<file path="config.mk">
export PLATFORM = sky130hd
export DESIGN_NAME = icache_ctrl
export DESIGN_NICKNAME = d
export VERILOG_FILES = /design/src/icache_cfg_pkg.sv /design/src/icache_bus_pkg.sv /design/src/icache_ctrl.sv
export SDC_FILE = /design/constraint.sdc
export NUM_CORES = 1
export LEC_CHECK = 0
export ABC_AREA = 1
export BUFFER_PORTS_ARGS = -buffer_cell sky130_fd_sc_hd__buf_4
export CAP_MARGIN = 20
export CORE_AREA = 2 2 107 109
export CTS_CLUSTER_DIAMETER = 50
export DETAILED_ROUTE_END_ITERATION = 12
export DIE_AREA = 0 0 109 111
export PLACE_DENSITY = 0.82
export SLEW_MARGIN = 20
export SYNTH_ARGS = -nofsm -noshare
export SYNTH_HDL_FRONTEND = slang
export SYNTH_SLANG_ARGS = --single-unit
</file>
<file path="constraint.sdc">
create_clock -name clk -period 10.8 [get_ports clk]
set_clock_uncertainty 0.1 [all_clocks]
set_input_delay 0.54 -clock clk [delete_from_list [all_inputs] [get_ports clk]]
set_output_delay 0.54 -clock clk [all_outputs]
set_load 0.02 [all_outputs]
</file>
<file path="src/icache_cfg_pkg.sv">
`default_nettype none

package icache_cfg_pkg;

  // basic widths
  localparam int ADDR_W = 32;
  localparam int WORD_W = 32;

  // 64-byte lines, 128 of them, direct mapped
  localparam int OFFSET_W = 6;
  localparam int INDEX_W  = 7;
  localparam int TAG_W    = ADDR_W - INDEX_W - OFFSET_W;

  // word position inside a line
  localparam int WORD_SEL_W     = 4;
  localparam int WORDS_PER_LINE = 1 << WORD_SEL_W;
  localparam int NUM_LINES      = 1 << INDEX_W;

  // byte bits below the word select
  localparam int BYTE_OFF_W = OFFSET_W - WORD_SEL_W;

  typedef logic [ADDR_W-1:0]     addr_t;
  typedef logic [WORD_W-1:0]     word_t;
  typedef logic [TAG_W-1:0]      tag_t;
  typedef logic [INDEX_W-1:0]    index_t;
  typedef logic [WORD_SEL_W-1:0] word_sel_t;

  // fetch address split into cache fields, tag in the top bits
  typedef struct packed {
    tag_t                  tag;
    index_t                index;
    word_sel_t             word_sel;
    logic [BYTE_OFF_W-1:0] byte_off;
  } fetch_addr_t;

endpackage

`default_nettype wire

</file>
<file path="src/icache_bus_pkg.sv">
`default_nettype none

package icache_bus_pkg;

  import icache_cfg_pkg::*;

  // beats minus one, 0 for a single word
  typedef logic [7:0] burst_len_t;

  // read request towards memory, valid is a level
  typedef struct packed {
    logic       valid;
    addr_t      addr;
    burst_len_t len;
  } mem_req_t;

  // one refill beat into the data store
  typedef struct packed {
    logic      en;
    index_t    index;
    word_sel_t word_sel;
    word_t     data;
  } data_wr_t;

  // tag update at the end of a refill
  typedef struct packed {
    logic   en;
    index_t index;
    tag_t   tag;
  } tag_wr_t;

  // controller states
  typedef enum logic [1:0] {
    IDLE,
    LOOKUP,
    REFILL,
    UNCACHED
  } icache_state_e;

endpackage

`default_nettype wire

</file>
<file path="src/icache_ctrl.sv">
`timescale 1ns/100ps
`default_nettype none

module icache_ctrl
  import icache_cfg_pkg::*;
  import icache_bus_pkg::*;
#(
  parameter addr_t UNCACHED_LO = 32'h1000_0000,
  parameter addr_t UNCACHED_HI = 32'h2000_0000
) (
  input  wire         clk,
  input  wire         rst,
  // requester side
  input  addr_t       req_addr_i,
  input  wire         req_valid_i,
  // store side
  input  wire         hit_i,
  input  word_t       store_rdata_i,
  output fetch_addr_t lookup_o,
  output tag_wr_t     tag_wr_o,
  output data_wr_t    data_wr_o,
  // memory side
  output mem_req_t    mem_req_o,
  input  word_t       mem_rdata_i,
  input  wire         mem_rvalid_i,
  // response
  output word_t       rdata_o,
  output logic        rdata_valid_o
);

  icache_state_e state;

  // captured request feeding both stores
  fetch_addr_t lookup_q;

  // refill word position
  word_sel_t beat_cnt;

  mem_req_t mem_req_q;

  // uncached word handed out for one cycle in IDLE
  word_t unc_data_q;
  logic  unc_valid_q;

  logic uncached;
  logic lookup_hit;
  logic beat;
  logic last_beat;

  // window check on the captured address
  assign uncached = (addr_t'(lookup_q) >= UNCACHED_LO) && (addr_t'(lookup_q) < UNCACHED_HI);

  // a window edge inside a line leaves window words in a refilled line
  assign lookup_hit = hit_i && !uncached;

  // a strobe only counts while the request is up
  assign beat      = mem_req_q.valid && mem_rvalid_i;
  assign last_beat = (beat_cnt == word_sel_t'(WORDS_PER_LINE - 1));

  always_ff @(posedge clk) begin
    if (rst) begin
      state           <= IDLE;
      mem_req_q.valid <= 1'b0;
      unc_valid_q     <= 1'b0;
      beat_cnt        <= '0;
    end else begin
      // single-cycle pulse
      unc_valid_q <= 1'b0;
      case (state)
        IDLE: begin
          if (req_valid_i) begin
            lookup_q <= fetch_addr_t'(req_addr_i);
            state    <= LOOKUP;
          end
        end
        LOOKUP: begin
          if (uncached) begin
            // single word at the word-aligned address
            mem_req_q.valid <= 1'b1;
            mem_req_q.addr  <= {lookup_q.tag, lookup_q.index, lookup_q.word_sel,
                                {BYTE_OFF_W{1'b0}}};
            mem_req_q.len   <= '0;
            state           <= UNCACHED;
          end else if (lookup_hit) begin
            // stream the next request straight in
            if (req_valid_i) begin
              lookup_q <= fetch_addr_t'(req_addr_i);
            end else begin
              state <= IDLE;
            end
          end else begin
            // burst the whole missed line from its base
            mem_req_q.valid <= 1'b1;
            mem_req_q.addr  <= {lookup_q.tag, lookup_q.index, {OFFSET_W{1'b0}}};
            mem_req_q.len   <= burst_len_t'(WORDS_PER_LINE - 1);
            beat_cnt        <= '0;
            state           <= REFILL;
          end
        end
        REFILL: begin
          if (beat) begin
            if (last_beat) begin
              // held address is looked up again from IDLE
              mem_req_q.valid <= 1'b0;
              state           <= IDLE;
            end else begin
              beat_cnt <= beat_cnt + word_sel_t'(1);
            end
          end
        end
        UNCACHED: begin
          if (beat) begin
            mem_req_q.valid <= 1'b0;
            unc_data_q      <= mem_rdata_i;
            unc_valid_q     <= 1'b1;
            state           <= IDLE;
          end
        end
        default: begin
          state <= IDLE;
        end
      endcase
    end
  end

  // refill writes go straight from the memory beat into the stores
  always_comb begin
    data_wr_o.en       = (state == REFILL) && beat;
    data_wr_o.index    = lookup_q.index;
    data_wr_o.word_sel = beat_cnt;
    data_wr_o.data     = mem_rdata_i;
    // tag lands with the 16th word
    tag_wr_o.en        = data_wr_o.en && last_beat;
    tag_wr_o.index     = lookup_q.index;
    tag_wr_o.tag       = lookup_q.tag;
  end

  assign lookup_o  = lookup_q;
  assign mem_req_o = mem_req_q;

  // stored word on a hit and the uncached register otherwise
  assign rdata_o       = (state == LOOKUP) ? store_rdata_i : unc_data_q;
  assign rdata_valid_o = ((state == LOOKUP) && lookup_hit) || unc_valid_q;

endmodule

`default_nettype wire

</file>
==> impl_metrics.prom, run 1 <==
# TYPE chip_impl_metric gauge
chip_impl_metric{name="floorplan.die_area",unit="sq um"} 12100
chip_impl_metric{name="viasPerCell",unit=""} 4.46
chip_impl_metric{name="nets",unit=""} 674
chip_impl_metric{name="postRouteWirelength",unit="um"} 10800
chip_impl_metric{name="irDropWorstVdd",unit="mV"} 0.0730
chip_impl_metric{name="final_hold_slack",unit="ns"} 0.277
chip_impl_metric{name="cts.hold.buffers_added",unit=""} 0
chip_impl_metric{name="cp_slowest_stage_delay",unit="ns"} 0.49
chip_impl_metric{name="static_leakage",unit="uW"} 0.00288
chip_impl_metric{name="netlist_area",unit="sq um"} 4350
chip_impl_metric{name="yosys_register_bits",unit=""} 103
chip_impl_metric{name="gp_routability_congestion",unit=""} 0.856
chip_impl_metric{name="wl_per_cell",unit="um"} 15.0
chip_impl_metric{name="detailedPlacementHpwl",unit="um"} 8380
chip_impl_metric{name="global_router_s_overall_resource_usage",unit="%"} 17.3
chip_impl_info{name="holdCritPathClass",value="in -> reg"} 1
chip_impl_metric{name="detail_route.drc_violations",unit=""} 0
chip_impl_metric{name="maximum_number_of_pins_on_one_net_before_global_route_repair",unit=""} 36
chip_impl_metric{name="detailedRoute.firstIterationViolations",unit=""} 156
chip_impl_metric{name="worst_setup_slack_before_clock_tree_synthesis",unit="ns"} 8.38
chip_impl_metric{name="post_route_cells_drive_above_1_share",unit="%"} 52.3
chip_impl_metric{name="period_minus_slack",unit="ns"} 2.61
chip_impl_metric{name="final_setup_slack_of_the_worst_path",unit="ns"} 8.19
chip_impl_metric{name="wp_buf_inv",unit=""} 2
chip_impl_metric{name="final_min_period_over_clock_period",unit="%"} 24.2
chip_impl_metric{name="vias_in_the_first_global_route",unit=""} 3019
chip_impl_metric{name="ioPinCount",unit=""} 278
chip_impl_info{name="grt_setup_unrepaired",value="false"} 1
chip_impl_info{name="yosys.area.top_type",value="sky130_fd_sc_hd__edfxtp_1"} 1
chip_impl_metric{name="die_height",unit="um"} 111
chip_impl_metric{name="synth_largest_type_area_fraction",unit="%"} 65.6
chip_impl_metric{name="antenna_violations_before_repair",unit=""} 0
chip_impl_metric{name="io_buffers",unit=""} 271
chip_impl_metric{name="synth_enable_flop_cells",unit=""} 95
chip_impl_metric{name="critPathRequiredTime",unit="ns"} 10.16
chip_impl_metric{name="final-setup-viol-count",unit=""} 0
chip_impl_metric{name="cellPowerDensity",unit="nW/um^2"} 170
chip_impl_info{name="cp_cell_sequence",value="nand2_4, inv_2, nand3_1, nand2_1, buf_4"} 1
chip_impl_metric{name="worst_slew_margin_rel",unit="%"} 64.8
chip_impl_info{name="critPathLaunchType",value="register"} 1
chip_impl_metric{name="detailed_place.area",unit="sq um"} 6030
chip_impl_metric{name="synth.yosys.seq_area_share",unit="%"} 69.3
chip_impl_metric{name="max_freq",unit="MHz"} 383
chip_impl_metric{name="r2r_setup_slack",unit="ns"} 8.38
chip_impl_metric{name="drv_cap",unit=""} 0
chip_impl_info{name="ys_top_cells_by_count",value="sky130_fd_sc_hd__nand2_1 (116), sky130_fd_sc_hd__edfxtp_1 (95), sky130_fd_sc_hd__buf_4 (74), sky130_fd_sc_hd__nor2_1 (14), sky130_fd_sc_hd__inv_1 (12)"} 1
chip_impl_metric{name="seqCellArea",unit="sq um"} 3010
chip_impl_metric{name="initial_util",unit="%"} 39.3
chip_impl_metric{name="global_route.overflow_total",unit=""} 0
chip_impl_metric{name="cts_post_setup_buffers_inserted",unit=""} 0
chip_impl_metric{name="cp_max_fo",unit=""} 35
chip_impl_metric{name="placement_rows",unit=""} 39
chip_impl_info{name="library_cell_contributing_the_largest_single_delay_on_the_critical_path",value="sky130_fd_sc_hd__dfxtp_1"} 1
chip_impl_metric{name="clkTransAtPathRegs",unit="ns"} 0.07
chip_impl_info{name="worstSetupEndpointType",value="output pin"} 1
chip_impl_metric{name="ctsLongestPathBuffers",unit=""} 2
chip_impl_metric{name="post_cts_resized",unit=""} 0
chip_impl_info{name="path_delay_family",value="buffers and inverters"} 1
chip_impl_metric{name="detailedRoute.firstPassIterationCount",unit=""} 4
chip_impl_metric{name="routed-via-count",unit=""} 3213
chip_impl_metric{name="finalSetupTns",unit="ns"} 0
chip_impl_metric{name="synth_cells",unit=""} 363
chip_impl_metric{name="grt_first_pass_wirelength",unit="um"} 15600
chip_impl_metric{name="final_area",unit="sq um"} 6320
chip_impl_metric{name="clk_latency",unit="ns"} 0.33
chip_impl_metric{name="worst-slew-pin-transition",unit="ns"} 0.527
chip_impl_info{name="synthTopCellsByArea",value="sky130_fd_sc_hd__edfxtp_1 (66%), sky130_fd_sc_hd__buf_4 (13%), sky130_fd_sc_hd__nand2_1 (10%)"} 1
chip_impl_info{name="most_instantiated_library_cell_after_synthesis",value="sky130_fd_sc_hd__nand2_1"} 1
chip_impl_metric{name="syn_area_per_cell",unit="sq um"} 12.0
chip_impl_metric{name="asyncSetResetFlopFracSynth",unit="%"} 0
chip_impl_metric{name="die-width",unit="um"} 109
chip_impl_metric{name="num-fill-cells",unit=""} 930
chip_impl_metric{name="ant_nets",unit=""} 0
chip_impl_info{name="tritoncts_clock_tree",value="yes"} 1
chip_impl_metric{name="yosys_warnings",unit=""} 0
chip_impl_metric{name="clock_tree.htree_level_count",unit=""} 3
chip_impl_metric{name="multiInputGateArea",unit="sq um"} 721
chip_impl_info{name="cts-root-buf",value="sky130_fd_sc_hd__clkbuf_16"} 1
chip_impl_metric{name="core-area",unit="sq um"} 11100
chip_impl_metric{name="cts_sinks",unit=""} 103
chip_impl_metric{name="cts_made_buffers",unit=""} 9
chip_impl_info{name="crit_type",value="reg -> out"} 1
chip_impl_metric{name="synth.lib_cells_used.distinct",unit=""} 23
chip_impl_info{name="status",value="completed"} 1
chip_impl_metric{name="num_antenna_cells",unit=""} 0
chip_impl_metric{name="finalHoldViolCount",unit=""} 0
chip_impl_metric{name="timing.critical_path.arrival",unit="ns"} 1.97
chip_impl_metric{name="areaGrowthSynthToFinish",unit="%"} 45.4
chip_impl_metric{name="timing_max_transition_violations_final",unit=""} 0
chip_impl_info{name="postSynth.topFlopCell",value="sky130_fd_sc_hd__edfxtp_1"} 1
==> area by class of cell <==
type | instances | share of cell area [%]
sequential | 103 | 47.6
inverter | 15 | 0.890
multi-input combinational | 169 | 11.4
clock buffer | 10 | 3.62
tap | 143 | 2.83
clock inverter | 6 | 1.09
timing repair buffer | 274 | 32.5
==> layer usage <==
layer	GRT usage, %	wire length (um)	part of all wire, %	vias up
li1	-	-	-	1540
met1	18.7	3800	35	1437
met2	30.8	5660	52	217
met3	5.06	1130	10	19
met4	7.26	248	2.3	0
met5	0	0	0	-
==> cells by family after synthesis <==
group	after synthesis	synth area share [%]
AO/OA/AOI/OAI	8	1.01
adder cells (fa/ha/maj)	1	0.288
buffers and inverters	96	14.8
flip-flops	103	69.3
other	1	0.0862
AND/OR/NAND/NOR	154	14.6
==> per-stage QoR <==
| stage | cells | power (uW) | utilization (%) |
|---|---|---|---|
| floorplan | 368 | 650 | - |
| global placement | 704 | 762 | 54.4 |
| detailed placement | 704 | 767 | 54.4 |
| CTS | 720 | 1090 | 57.1 |
| global route | 720 | 1130 | 57.1 |
| finish | 720 | 1080 | 57.1 |
==> power breakdown <==
part	leakage (uW)	total, uW	switching, uW	internal, uW
registers	0.000933	473	14.3	458
logic	0.00181	285	171	114
clock network	0.000143	320	139	181
total	0.00288	1080	324	753
==> layout by cell type (no fill, tap or decap) <==
| cell | n |
|---|---|
| sky130_fd_sc_hd__nor2_1 | 13 |
| sky130_fd_sc_hd__clkinvlp_4 | 1 |
| sky130_fd_sc_hd__nor4_2 | 1 |
| sky130_fd_sc_hd__nand4_1 | 2 |
| sky130_fd_sc_hd__nand2_1 | 116 |
| sky130_fd_sc_hd__nor2_2 | 2 |
| sky130_fd_sc_hd__clkbuf_1 | 1 |
| sky130_fd_sc_hd__nand2_4 | 1 |
| sky130_fd_sc_hd__edfxtp_1 | 95 |
| sky130_fd_sc_hd__bufinv_16 | 1 |
| sky130_fd_sc_hd__nor2_4 | 1 |
| sky130_fd_sc_hd__inv_1 | 12 |
| sky130_fd_sc_hd__clkinv_2 | 1 |
| sky130_fd_sc_hd__conb_1 | 6 |
| sky130_fd_sc_hd__clkinv_4 | 2 |
| sky130_fd_sc_hd__dfxtp_1 | 8 |
| sky130_fd_sc_hd__clkbuf_16 | 9 |
| sky130_fd_sc_hd__nand2_2 | 3 |
| sky130_fd_sc_hd__inv_2 | 3 |
| sky130_fd_sc_hd__inv_6 | 1 |
| sky130_fd_sc_hd__nor3_1 | 1 |
| sky130_fd_sc_hd__buf_4 | 274 |
| sky130_fd_sc_hd__nor4_1 | 1 |
| sky130_fd_sc_hd__or2_2 | 1 |
| sky130_fd_sc_hd__nand3_1 | 11 |
| sky130_fd_sc_hd__a21oi_2 | 1 |
| sky130_fd_sc_hd__and3_1 | 1 |
| sky130_fd_sc_hd__a21oi_1 | 7 |
| sky130_fd_sc_hd__ha_1 | 1 |
==> sequential cells by signal, indices dropped and copies added (netlist names) <==
signal,cells
beat_cnt,4
data_wr_o,7
lookup_o,25
mem_req_o,32
state,2
unc_data_q,32
unc_valid_q,1
==> worst paths after layout <==
path,start,end,cells after the start
hold / removal,req_addr_i[1],lookup_o[1],1
hold reg to reg,lookup_o[23],mem_req_o[31],0
setup / recovery,state[0],rdata_valid_o,5
setup reg to reg,state[1],lookup_o[14],6
No activity file was read; power rests on OpenSTA's default activity.
==> run 2, diff against run 1 <==
Settings changed: CORE_AREA 2 2 107 109 to unset, CORE_UTILIZATION set to 38, DIE_AREA 0 0 109 111 to unset.
Clock period 10.8 ns to 2.2 ns, I/O delays scaled along.
==> impl_metrics.prom, run 2 (synthesis results as in run 1) <==
# TYPE chip_impl_metric gauge
chip_impl_metric{name="final_min_period_over_clock_period",unit="%"} 85.1
chip_impl_info{name="critPathLaunchType",value="register"} 1
chip_impl_metric{name="vias_in_the_first_global_route",unit=""} 3561
chip_impl_metric{name="global_router_s_overall_resource_usage",unit="%"} 20.3
chip_impl_metric{name="ioPinCount",unit=""} 278
chip_impl_metric{name="num_antenna_cells",unit=""} 0
chip_impl_metric{name="die_height",unit="um"} 109
chip_impl_metric{name="global_route.overflow_total",unit=""} 0
chip_impl_metric{name="power.share.combinational",unit="%"} 28.7
chip_impl_metric{name="ctsLongestPathBuffers",unit=""} 2
chip_impl_metric{name="ant_nets",unit=""} 0
chip_impl_metric{name="cp_max_fo",unit=""} 34
chip_impl_metric{name="final-setup-viol-count",unit=""} 0
chip_impl_metric{name="floorplan.die_area",unit="sq um"} 11900
chip_impl_info{name="tritoncts_clock_tree",value="yes"} 1
chip_impl_metric{name="place_inst",unit=""} 704
chip_impl_metric{name="static_leakage",unit="uW"} 0.00316
chip_impl_metric{name="reg2regPathDepth",unit=""} 7
chip_impl_metric{name="swShare",unit="%"} 31.3
chip_impl_metric{name="r2r_setup_slack",unit="ns"} 0.34
chip_impl_metric{name="maximum_number_of_pins_on_one_net_before_global_route_repair",unit=""} 35
chip_impl_metric{name="power.share.sequential",unit="%"} 43.2
chip_impl_metric{name="cp_slowest_stage_delay",unit="ns"} 0.36
chip_impl_metric{name="timing_max_transition_violations_final",unit=""} 0
chip_impl_metric{name="stdcell_count",unit=""} 785
chip_impl_metric{name="nets",unit=""} 742
chip_impl_metric{name="worst_setup_slack_before_clock_tree_synthesis",unit="ns"} 0.346
chip_impl_metric{name="detail_route.drc_violations",unit=""} 0
chip_impl_metric{name="max_freq",unit="MHz"} 534
chip_impl_metric{name="multiInputGateArea",unit="sq um"} 738
chip_impl_metric{name="seqCellArea",unit="sq um"} 3010
chip_impl_metric{name="timing.critical_path.arrival",unit="ns"} 1.66
chip_impl_info{name="cts-root-buf",value="sky130_fd_sc_hd__clkbuf_16"} 1
chip_impl_metric{name="num-fill-cells",unit=""} 794
chip_impl_info{name="reg_to_reg_end",value="lookup_o[20]"} 1
chip_impl_info{name="status",value="completed"} 1
chip_impl_metric{name="share_clk_of_total_power",unit="%"} 28.0
chip_impl_info{name="crit_type",value="reg -> out"} 1
chip_impl_info{name="worstSetupEndpointType",value="output pin"} 1
chip_impl_metric{name="post_route_cells_drive_above_1_share",unit="%"} 47.8
chip_impl_metric{name="post-route-util",unit="%"} 63.8
chip_impl_metric{name="post_cts_resized",unit=""} 0
chip_impl_metric{name="final_setup_slack_of_the_worst_path",unit="ns"} 0.329
chip_impl_info{name="final_cell_mix",value="sky130_fd_sc_hd__buf_4 (276), sky130_fd_sc_hd__nand2_1 (115), sky130_fd_sc_hd__edfxtp_1 (95)"} 1
chip_impl_metric{name="power.net_switching",unit="uW"} 1680
chip_impl_metric{name="detailedPlacementHpwl",unit="um"} 8880
chip_impl_metric{name="path_depth",unit=""} 7
chip_impl_metric{name="io_buffers",unit=""} 271
chip_impl_metric{name="routed-via-count",unit=""} 3579
chip_impl_metric{name="cts_post_setup_buffers_inserted",unit=""} 0
chip_impl_metric{name="placement_rows",unit=""} 38
chip_impl_info{name="min-delay-start",value="mem_rvalid_i"} 1
chip_impl_metric{name="wl_per_cell",unit="um"} 16.0
chip_impl_metric{name="core-area",unit="sq um"} 11000
chip_impl_metric{name="detailedRoute.firstPassIterationCount",unit=""} 4
chip_impl_info{name="path_delay_family",value="buffers and inverters"} 1
chip_impl_info{name="grt_setup_unrepaired",value="false"} 1
chip_impl_metric{name="irDropWorstVdd",unit="mV"} 0.381
chip_impl_info{name="cp_cell_sequence",value="inv_2, nand2_4, inv_2, buf_4, nand3_1, nand2_1, buf_4"} 1
chip_impl_info{name="layout_commonest_cell",value="sky130_fd_sc_hd__buf_4"} 1
chip_impl_info{name="library_cell_contributing_the_largest_single_delay_on_the_critical_path",value="sky130_fd_sc_hd__dfxtp_1"} 1
chip_impl_metric{name="cts.hold.buffers_added",unit=""} 65
chip_impl_info{name="timing.critical_path.to",value="rdata_valid_o"} 1
chip_impl_metric{name="cts_sinks",unit=""} 103
chip_impl_metric{name="initial_util",unit="%"} 39.6
chip_impl_metric{name="finalSetupTns",unit="ns"} 0
chip_impl_metric{name="viasPerCell",unit=""} 4.56
chip_impl_metric{name="finalHoldViolCount",unit=""} 0
chip_impl_metric{name="gp_routability_congestion",unit=""} 0.752
chip_impl_metric{name="die-width",unit="um"} 109
chip_impl_metric{name="period_minus_slack",unit="ns"} 1.87
chip_impl_metric{name="areaGrowthSynthToFinish",unit="%"} 61.2
chip_impl_metric{name="antenna_violations_before_repair",unit=""} 1
chip_impl_metric{name="detailedRoute.firstIterationViolations",unit=""} 138
chip_impl_metric{name="cts_made_buffers",unit=""} 9
chip_impl_metric{name="clk_latency",unit="ns"} 0.33
chip_impl_metric{name="grt_first_pass_wirelength",unit="um"} 17900
chip_impl_info{name="startpoint",value="state[1]"} 1
chip_impl_metric{name="critPathRequiredTime",unit="ns"} 1.99
chip_impl_info{name="worst_r2r_startpoint",value="lookup_o[28]"} 1
chip_impl_info{name="holdCritPathClass",value="in -> reg"} 1
chip_impl_metric{name="internal_power",unit="uW"} 3690
chip_impl_metric{name="cellPowerDensity",unit="nW/um^2"} 766
chip_impl_metric{name="postRouteWirelength",unit="um"} 12600
chip_impl_metric{name="clock_tree.htree_level_count",unit=""} 3
chip_impl_metric{name="clkTransAtPathRegs",unit="ns"} 0.07
chip_impl_metric{name="drv_cap",unit=""} 0
chip_impl_metric{name="wp_buf_inv",unit=""} 4
==> run 2: cell types whose count changed in the layout (fill, tap and decap cells not counted), sizes merged <==
cell / previous run / this run
buf: 274 / 277
dlygate4sd3: 0 / 65
clkinvlp: 1 / 3
inv: 16 / 17
bufinv: 1 / 0
clkinv: 3 / 1
==> run 2: worst min path at each step <==
| stage | slack [ns] | end | depth (start not counted) |
|---|---|---|---|
| floorplan | 0.11 | data_wr_o[36] | 0 |
| global placement | 0.19 | data_wr_o[39] | 1 |
| detailed placement | 0.19 | lookup_o[22] | 1 |
| CTS | 0.06 | unc_valid_q | 3 |
| global route | 0.09 | unc_valid_q | 3 |
| finish | 0.08 | unc_valid_q | 3 |
==> run 2: cell type report <==
class | instances | share of cell area (%)
repair buffers | 342 | 39.1
inverters | 15 | 0.803
multi-input cells | 169 | 10.5
well taps | 140 | 2.50
clock inverters | 6 | 0.768
clock buffers | 10 | 3.27
flip-flops and latches | 103 | 43.0
==> run 2: stage by stage <==
step	area, sq um	hold WS, ns	power (uW)
detailed placement	6080	0.189	3810
floorplan	4390	0.109	3200
CTS	7010	0.0639	5400
global placement	6080	0.189	3770
global route	7010	0.0936	5580
finish	7010	0.0831	5370
==> run 2: metal layers <==
| layer | part of all wire (%) | vias up | track usage (%) |
|---|---|---|---|
| met4 | 2.6 | 2 | 8.20 |
| met2 | 56 | 191 | 38.6 |
| met5 | 0.14 | - | 0 |
| met3 | 7.8 | 28 | 5.74 |
| met1 | 34 | 1683 | 20.4 |
| li1 | - | 1675 | - |
==> run 2: tightest hold or removal path, stage by stage <==
cell and delay (ns):
sky130_fd_sc_hd__buf_4 0.12, sky130_fd_sc_hd__nand2_2 0.15, sky130_fd_sc_hd__nor4_1 0.08
==> run 2: power groups by stage <==
stage	sequential [uW]	clock (uW)	combinational, uW
after CTS	2320	1530	1540
after global placement	2350	0	1410
after floorplan	2440	0	754
final	2320	1510	1540
after global routing	2330	1600	1650
after detailed placement	2360	0	1440
==> run 3, diff against run 2 <==
Settings changed: GPL_TIMING_DRIVEN set to 0.
==> impl_metrics.prom, run 3 (synthesis results as in run 1) <==
# TYPE chip_impl_metric gauge
chip_impl_metric{name="critPathRequiredTime",unit="ns"} 2.05
chip_impl_info{name="highest_metal_layer_used_by_the_detailed_router",value="met4"} 1
chip_impl_metric{name="cts_sinks",unit=""} 103
chip_impl_info{name="grt_setup_unrepaired",value="true"} 1
chip_impl_metric{name="num-fill-cells",unit=""} 767
chip_impl_metric{name="routed-via-count",unit=""} 3811
chip_impl_metric{name="irDropWorstVdd",unit="mV"} 0.417
chip_impl_metric{name="num_antenna_cells",unit=""} 0
chip_impl_metric{name="timing_max_transition_violations_final",unit=""} 0
chip_impl_metric{name="hold-path-cell-count",unit=""} 4
chip_impl_metric{name="vias_in_the_first_global_route",unit=""} 3865
chip_impl_metric{name="global_route.overflow_total",unit=""} 0
chip_impl_metric{name="cts_post_setup_buffers_inserted",unit=""} 0
chip_impl_metric{name="finalSetupTns",unit="ns"} 0
chip_impl_info{name="critPathLaunchType",value="register"} 1
chip_impl_metric{name="antenna_violations_before_repair",unit=""} 0
chip_impl_metric{name="detail_route.drc_violations",unit=""} 0
chip_impl_metric{name="clk_latency",unit="ns"} 0.33
chip_impl_metric{name="floorplan.die_area",unit="sq um"} 11900
chip_impl_metric{name="detailedPlacementHpwl",unit="um"} 9240
chip_impl_metric{name="grt_first_pass_wirelength",unit="um"} 19500
chip_impl_metric{name="cellPowerDensity",unit="nW/um^2"} 743
chip_impl_metric{name="ioPinCount",unit=""} 278
chip_impl_metric{name="internal_power",unit="uW"} 3980
chip_impl_metric{name="final_min_period_over_clock_period",unit="%"} 98.9
chip_impl_info{name="status",value="completed"} 1
chip_impl_metric{name="period_minus_slack",unit="ns"} 2.18
chip_impl_metric{name="io_buffers",unit=""} 270
chip_impl_metric{name="initial_util",unit="%"} 39.6
chip_impl_metric{name="detailedRoute.firstIterationViolations",unit=""} 156
chip_impl_metric{name="swShare",unit="%"} 29.3
chip_impl_metric{name="worst-slew-pin-transition",unit="ns"} 0.917
chip_impl_metric{name="areaGrowthSynthToFinish",unit="%"} 74.1
chip_impl_info{name="crit_type",value="reg -> reg"} 1
chip_impl_metric{name="clock_tree.htree_level_count",unit=""} 3
chip_impl_info{name="worstSetupEndpointType",value="register"} 1
chip_impl_info{name="final_cell_mix",value="sky130_fd_sc_hd__buf_4 (346), sky130_fd_sc_hd__nand2_1 (112), sky130_fd_sc_hd__edfxtp_1 (95)"} 1
chip_impl_metric{name="die_height",unit="um"} 109
chip_impl_metric{name="worst_slew_margin_rel",unit="%"} 38.7
chip_impl_metric{name="share_clk_of_total_power",unit="%"} 29.2
chip_impl_metric{name="static_leakage",unit="uW"} 0.00354
chip_impl_metric{name="clkTransAtPathRegs",unit="ns"} 0.06
chip_impl_info{name="layout_commonest_cell",value="sky130_fd_sc_hd__buf_4"} 1
chip_impl_metric{name="power_consumption",unit="uW"} 5630
chip_impl_metric{name="reg2regPathDepth",unit=""} 5
chip_impl_metric{name="power.share.combinational",unit="%"} 29.5
chip_impl_metric{name="met1Wirelength",unit="um"} 4580
chip_impl_metric{name="max_freq",unit="MHz"} 460
chip_impl_metric{name="cp_max_fo",unit=""} 31
chip_impl_info{name="holdCritPathClass",value="in -> reg"} 1
chip_impl_metric{name="wl_per_cell",unit="um"} 15.7
chip_impl_metric{name="gp_routability_congestion",unit=""} 0.838
chip_impl_info{name="tritoncts_clock_tree",value="yes"} 1
chip_impl_metric{name="cts_made_buffers",unit=""} 9
chip_impl_metric{name="ctsLongestPathBuffers",unit=""} 2
chip_impl_metric{name="met3_wire_len",unit="um"} 933
chip_impl_metric{name="maximum_number_of_pins_on_one_net_before_global_route_repair",unit=""} 33
chip_impl_metric{name="final-setup-viol-count",unit=""} 0
chip_impl_metric{name="viasPerCell",unit=""} 4.44
chip_impl_metric{name="detailedRoute.firstPassIterationCount",unit=""} 6
chip_impl_metric{name="nets",unit=""} 817
chip_impl_info{name="cts-root-buf",value="sky130_fd_sc_hd__clkbuf_16"} 1
chip_impl_metric{name="power.net_switching",unit="uW"} 1650
chip_impl_metric{name="core-area",unit="sq um"} 11000
chip_impl_metric{name="placement_rows",unit=""} 38
chip_impl_metric{name="global_router_s_overall_resource_usage",unit="%"} 22.2
chip_impl_metric{name="drv_cap",unit=""} 0
chip_impl_metric{name="post_route_cells_drive_above_1_share",unit="%"} 53.1
chip_impl_metric{name="timing.critical_path.arrival",unit="ns"} 2.03
chip_impl_metric{name="dr_wl_met2",unit="um"} 7500
chip_impl_metric{name="postRouteWirelength",unit="um"} 13400
chip_impl_metric{name="ant_nets",unit=""} 0
chip_impl_metric{name="finalHoldViolCount",unit=""} 0
chip_impl_metric{name="power.share.sequential",unit="%"} 41.3
chip_impl_metric{name="die-width",unit="um"} 109
run 3: cell count changes in the layout (fill, tap and decap cells not counted), moves of 3 or more:
cell	delta
sky130_fd_sc_hd__buf_4	+70
sky130_fd_sc_hd__buf_2	+3
sky130_fd_sc_hd__clkbuf_1	+3
sky130_fd_sc_hd__clkinvlp_4	-3
sky130_fd_sc_hd__nand2_1	-3
run 3: what timing repair did:
action / in CTS / in global routing
hold buffers: 64 / 0
endpoints found under the setup margin: 63 / 63
hold endpoints to repair: 64 / 0
gates resized for setup: 2 / 2
pin swaps: 0 / 0
gates cloned: 0 / 0
run 3: critical path, stage by stage (launching register included):
cell and delay [ns]:
sky130_fd_sc_hd__edfxtp_1 0.48, sky130_fd_sc_hd__nor2_1 0.15, sky130_fd_sc_hd__nand2_2 0.17, sky130_fd_sc_hd__nand2_2 0.12, sky130_fd_sc_hd__nand2_4 0.07, sky130_fd_sc_hd__nor2_4 0.69
run 3: power groups by stage:
stage               clock (uW)  sequential [uW]  combinational [uW]
finish                    1640             2320                1660
global route              1750             2330                1780
floorplan                    0             2440                 754
CTS                       1680             2320                1640
global placement             0             2360                1510
detailed placement           0             2360                1540
run 3: final timing paths:
kind / slack [ns] / end / start
hold reg to reg: 0.39 / mem_req_o[27] / lookup_o[19]
setup reg to reg: 0.02 / mem_req_o[11] / lookup_o[30]
hold / removal: 0.04 / state[1] / hit_i
setup / recovery: 0.02 / mem_req_o[11] / lookup_o[30]
run 3: layout make-up:
type,instances,area (sq um),area share (%)
clock inverters,5,81.3,1.07
well taps,140,175,2.31
clock buffers,9,225,2.97
flip-flops and latches,103,3010,39.8
multi-input cells,169,751,9.92
inverters,15,56.3,0.744
repair buffers,336,2680,35.4
plain buffers,81,586,7.73
run 3: routing by layer:
| metal | vias up | global-route usage, % |
|---|---|---|
| met3 | 35 | 5.50 |
| li1 | 1827 | - |
| met5 | - | 0 |
| met4 | 0 | 9.46 |
| met2 | 193 | 42.6 |
| met1 | 1756 | 22.5 |
run 3: metrics by stage:
step | cell area [sq um] | hold WS (ns) | worst slack [ns] | util (%) | instances
after floorplan | 4390 | 0.109 | 0.0278 | - | 368
after global placement | 6600 | 0.189 | -0.320 | 60.1 | 778
after detailed placement | 6610 | 0.189 | -0.163 | 60.2 | 780
after CTS | 7560 | 0.0495 | -0.0323 | 68.9 | 858
after global routing | 7570 | 0.0443 | -0.154 | 68.9 | 858
final | 7570 | 0.0366 | 0.0242 | 68.9 | 858
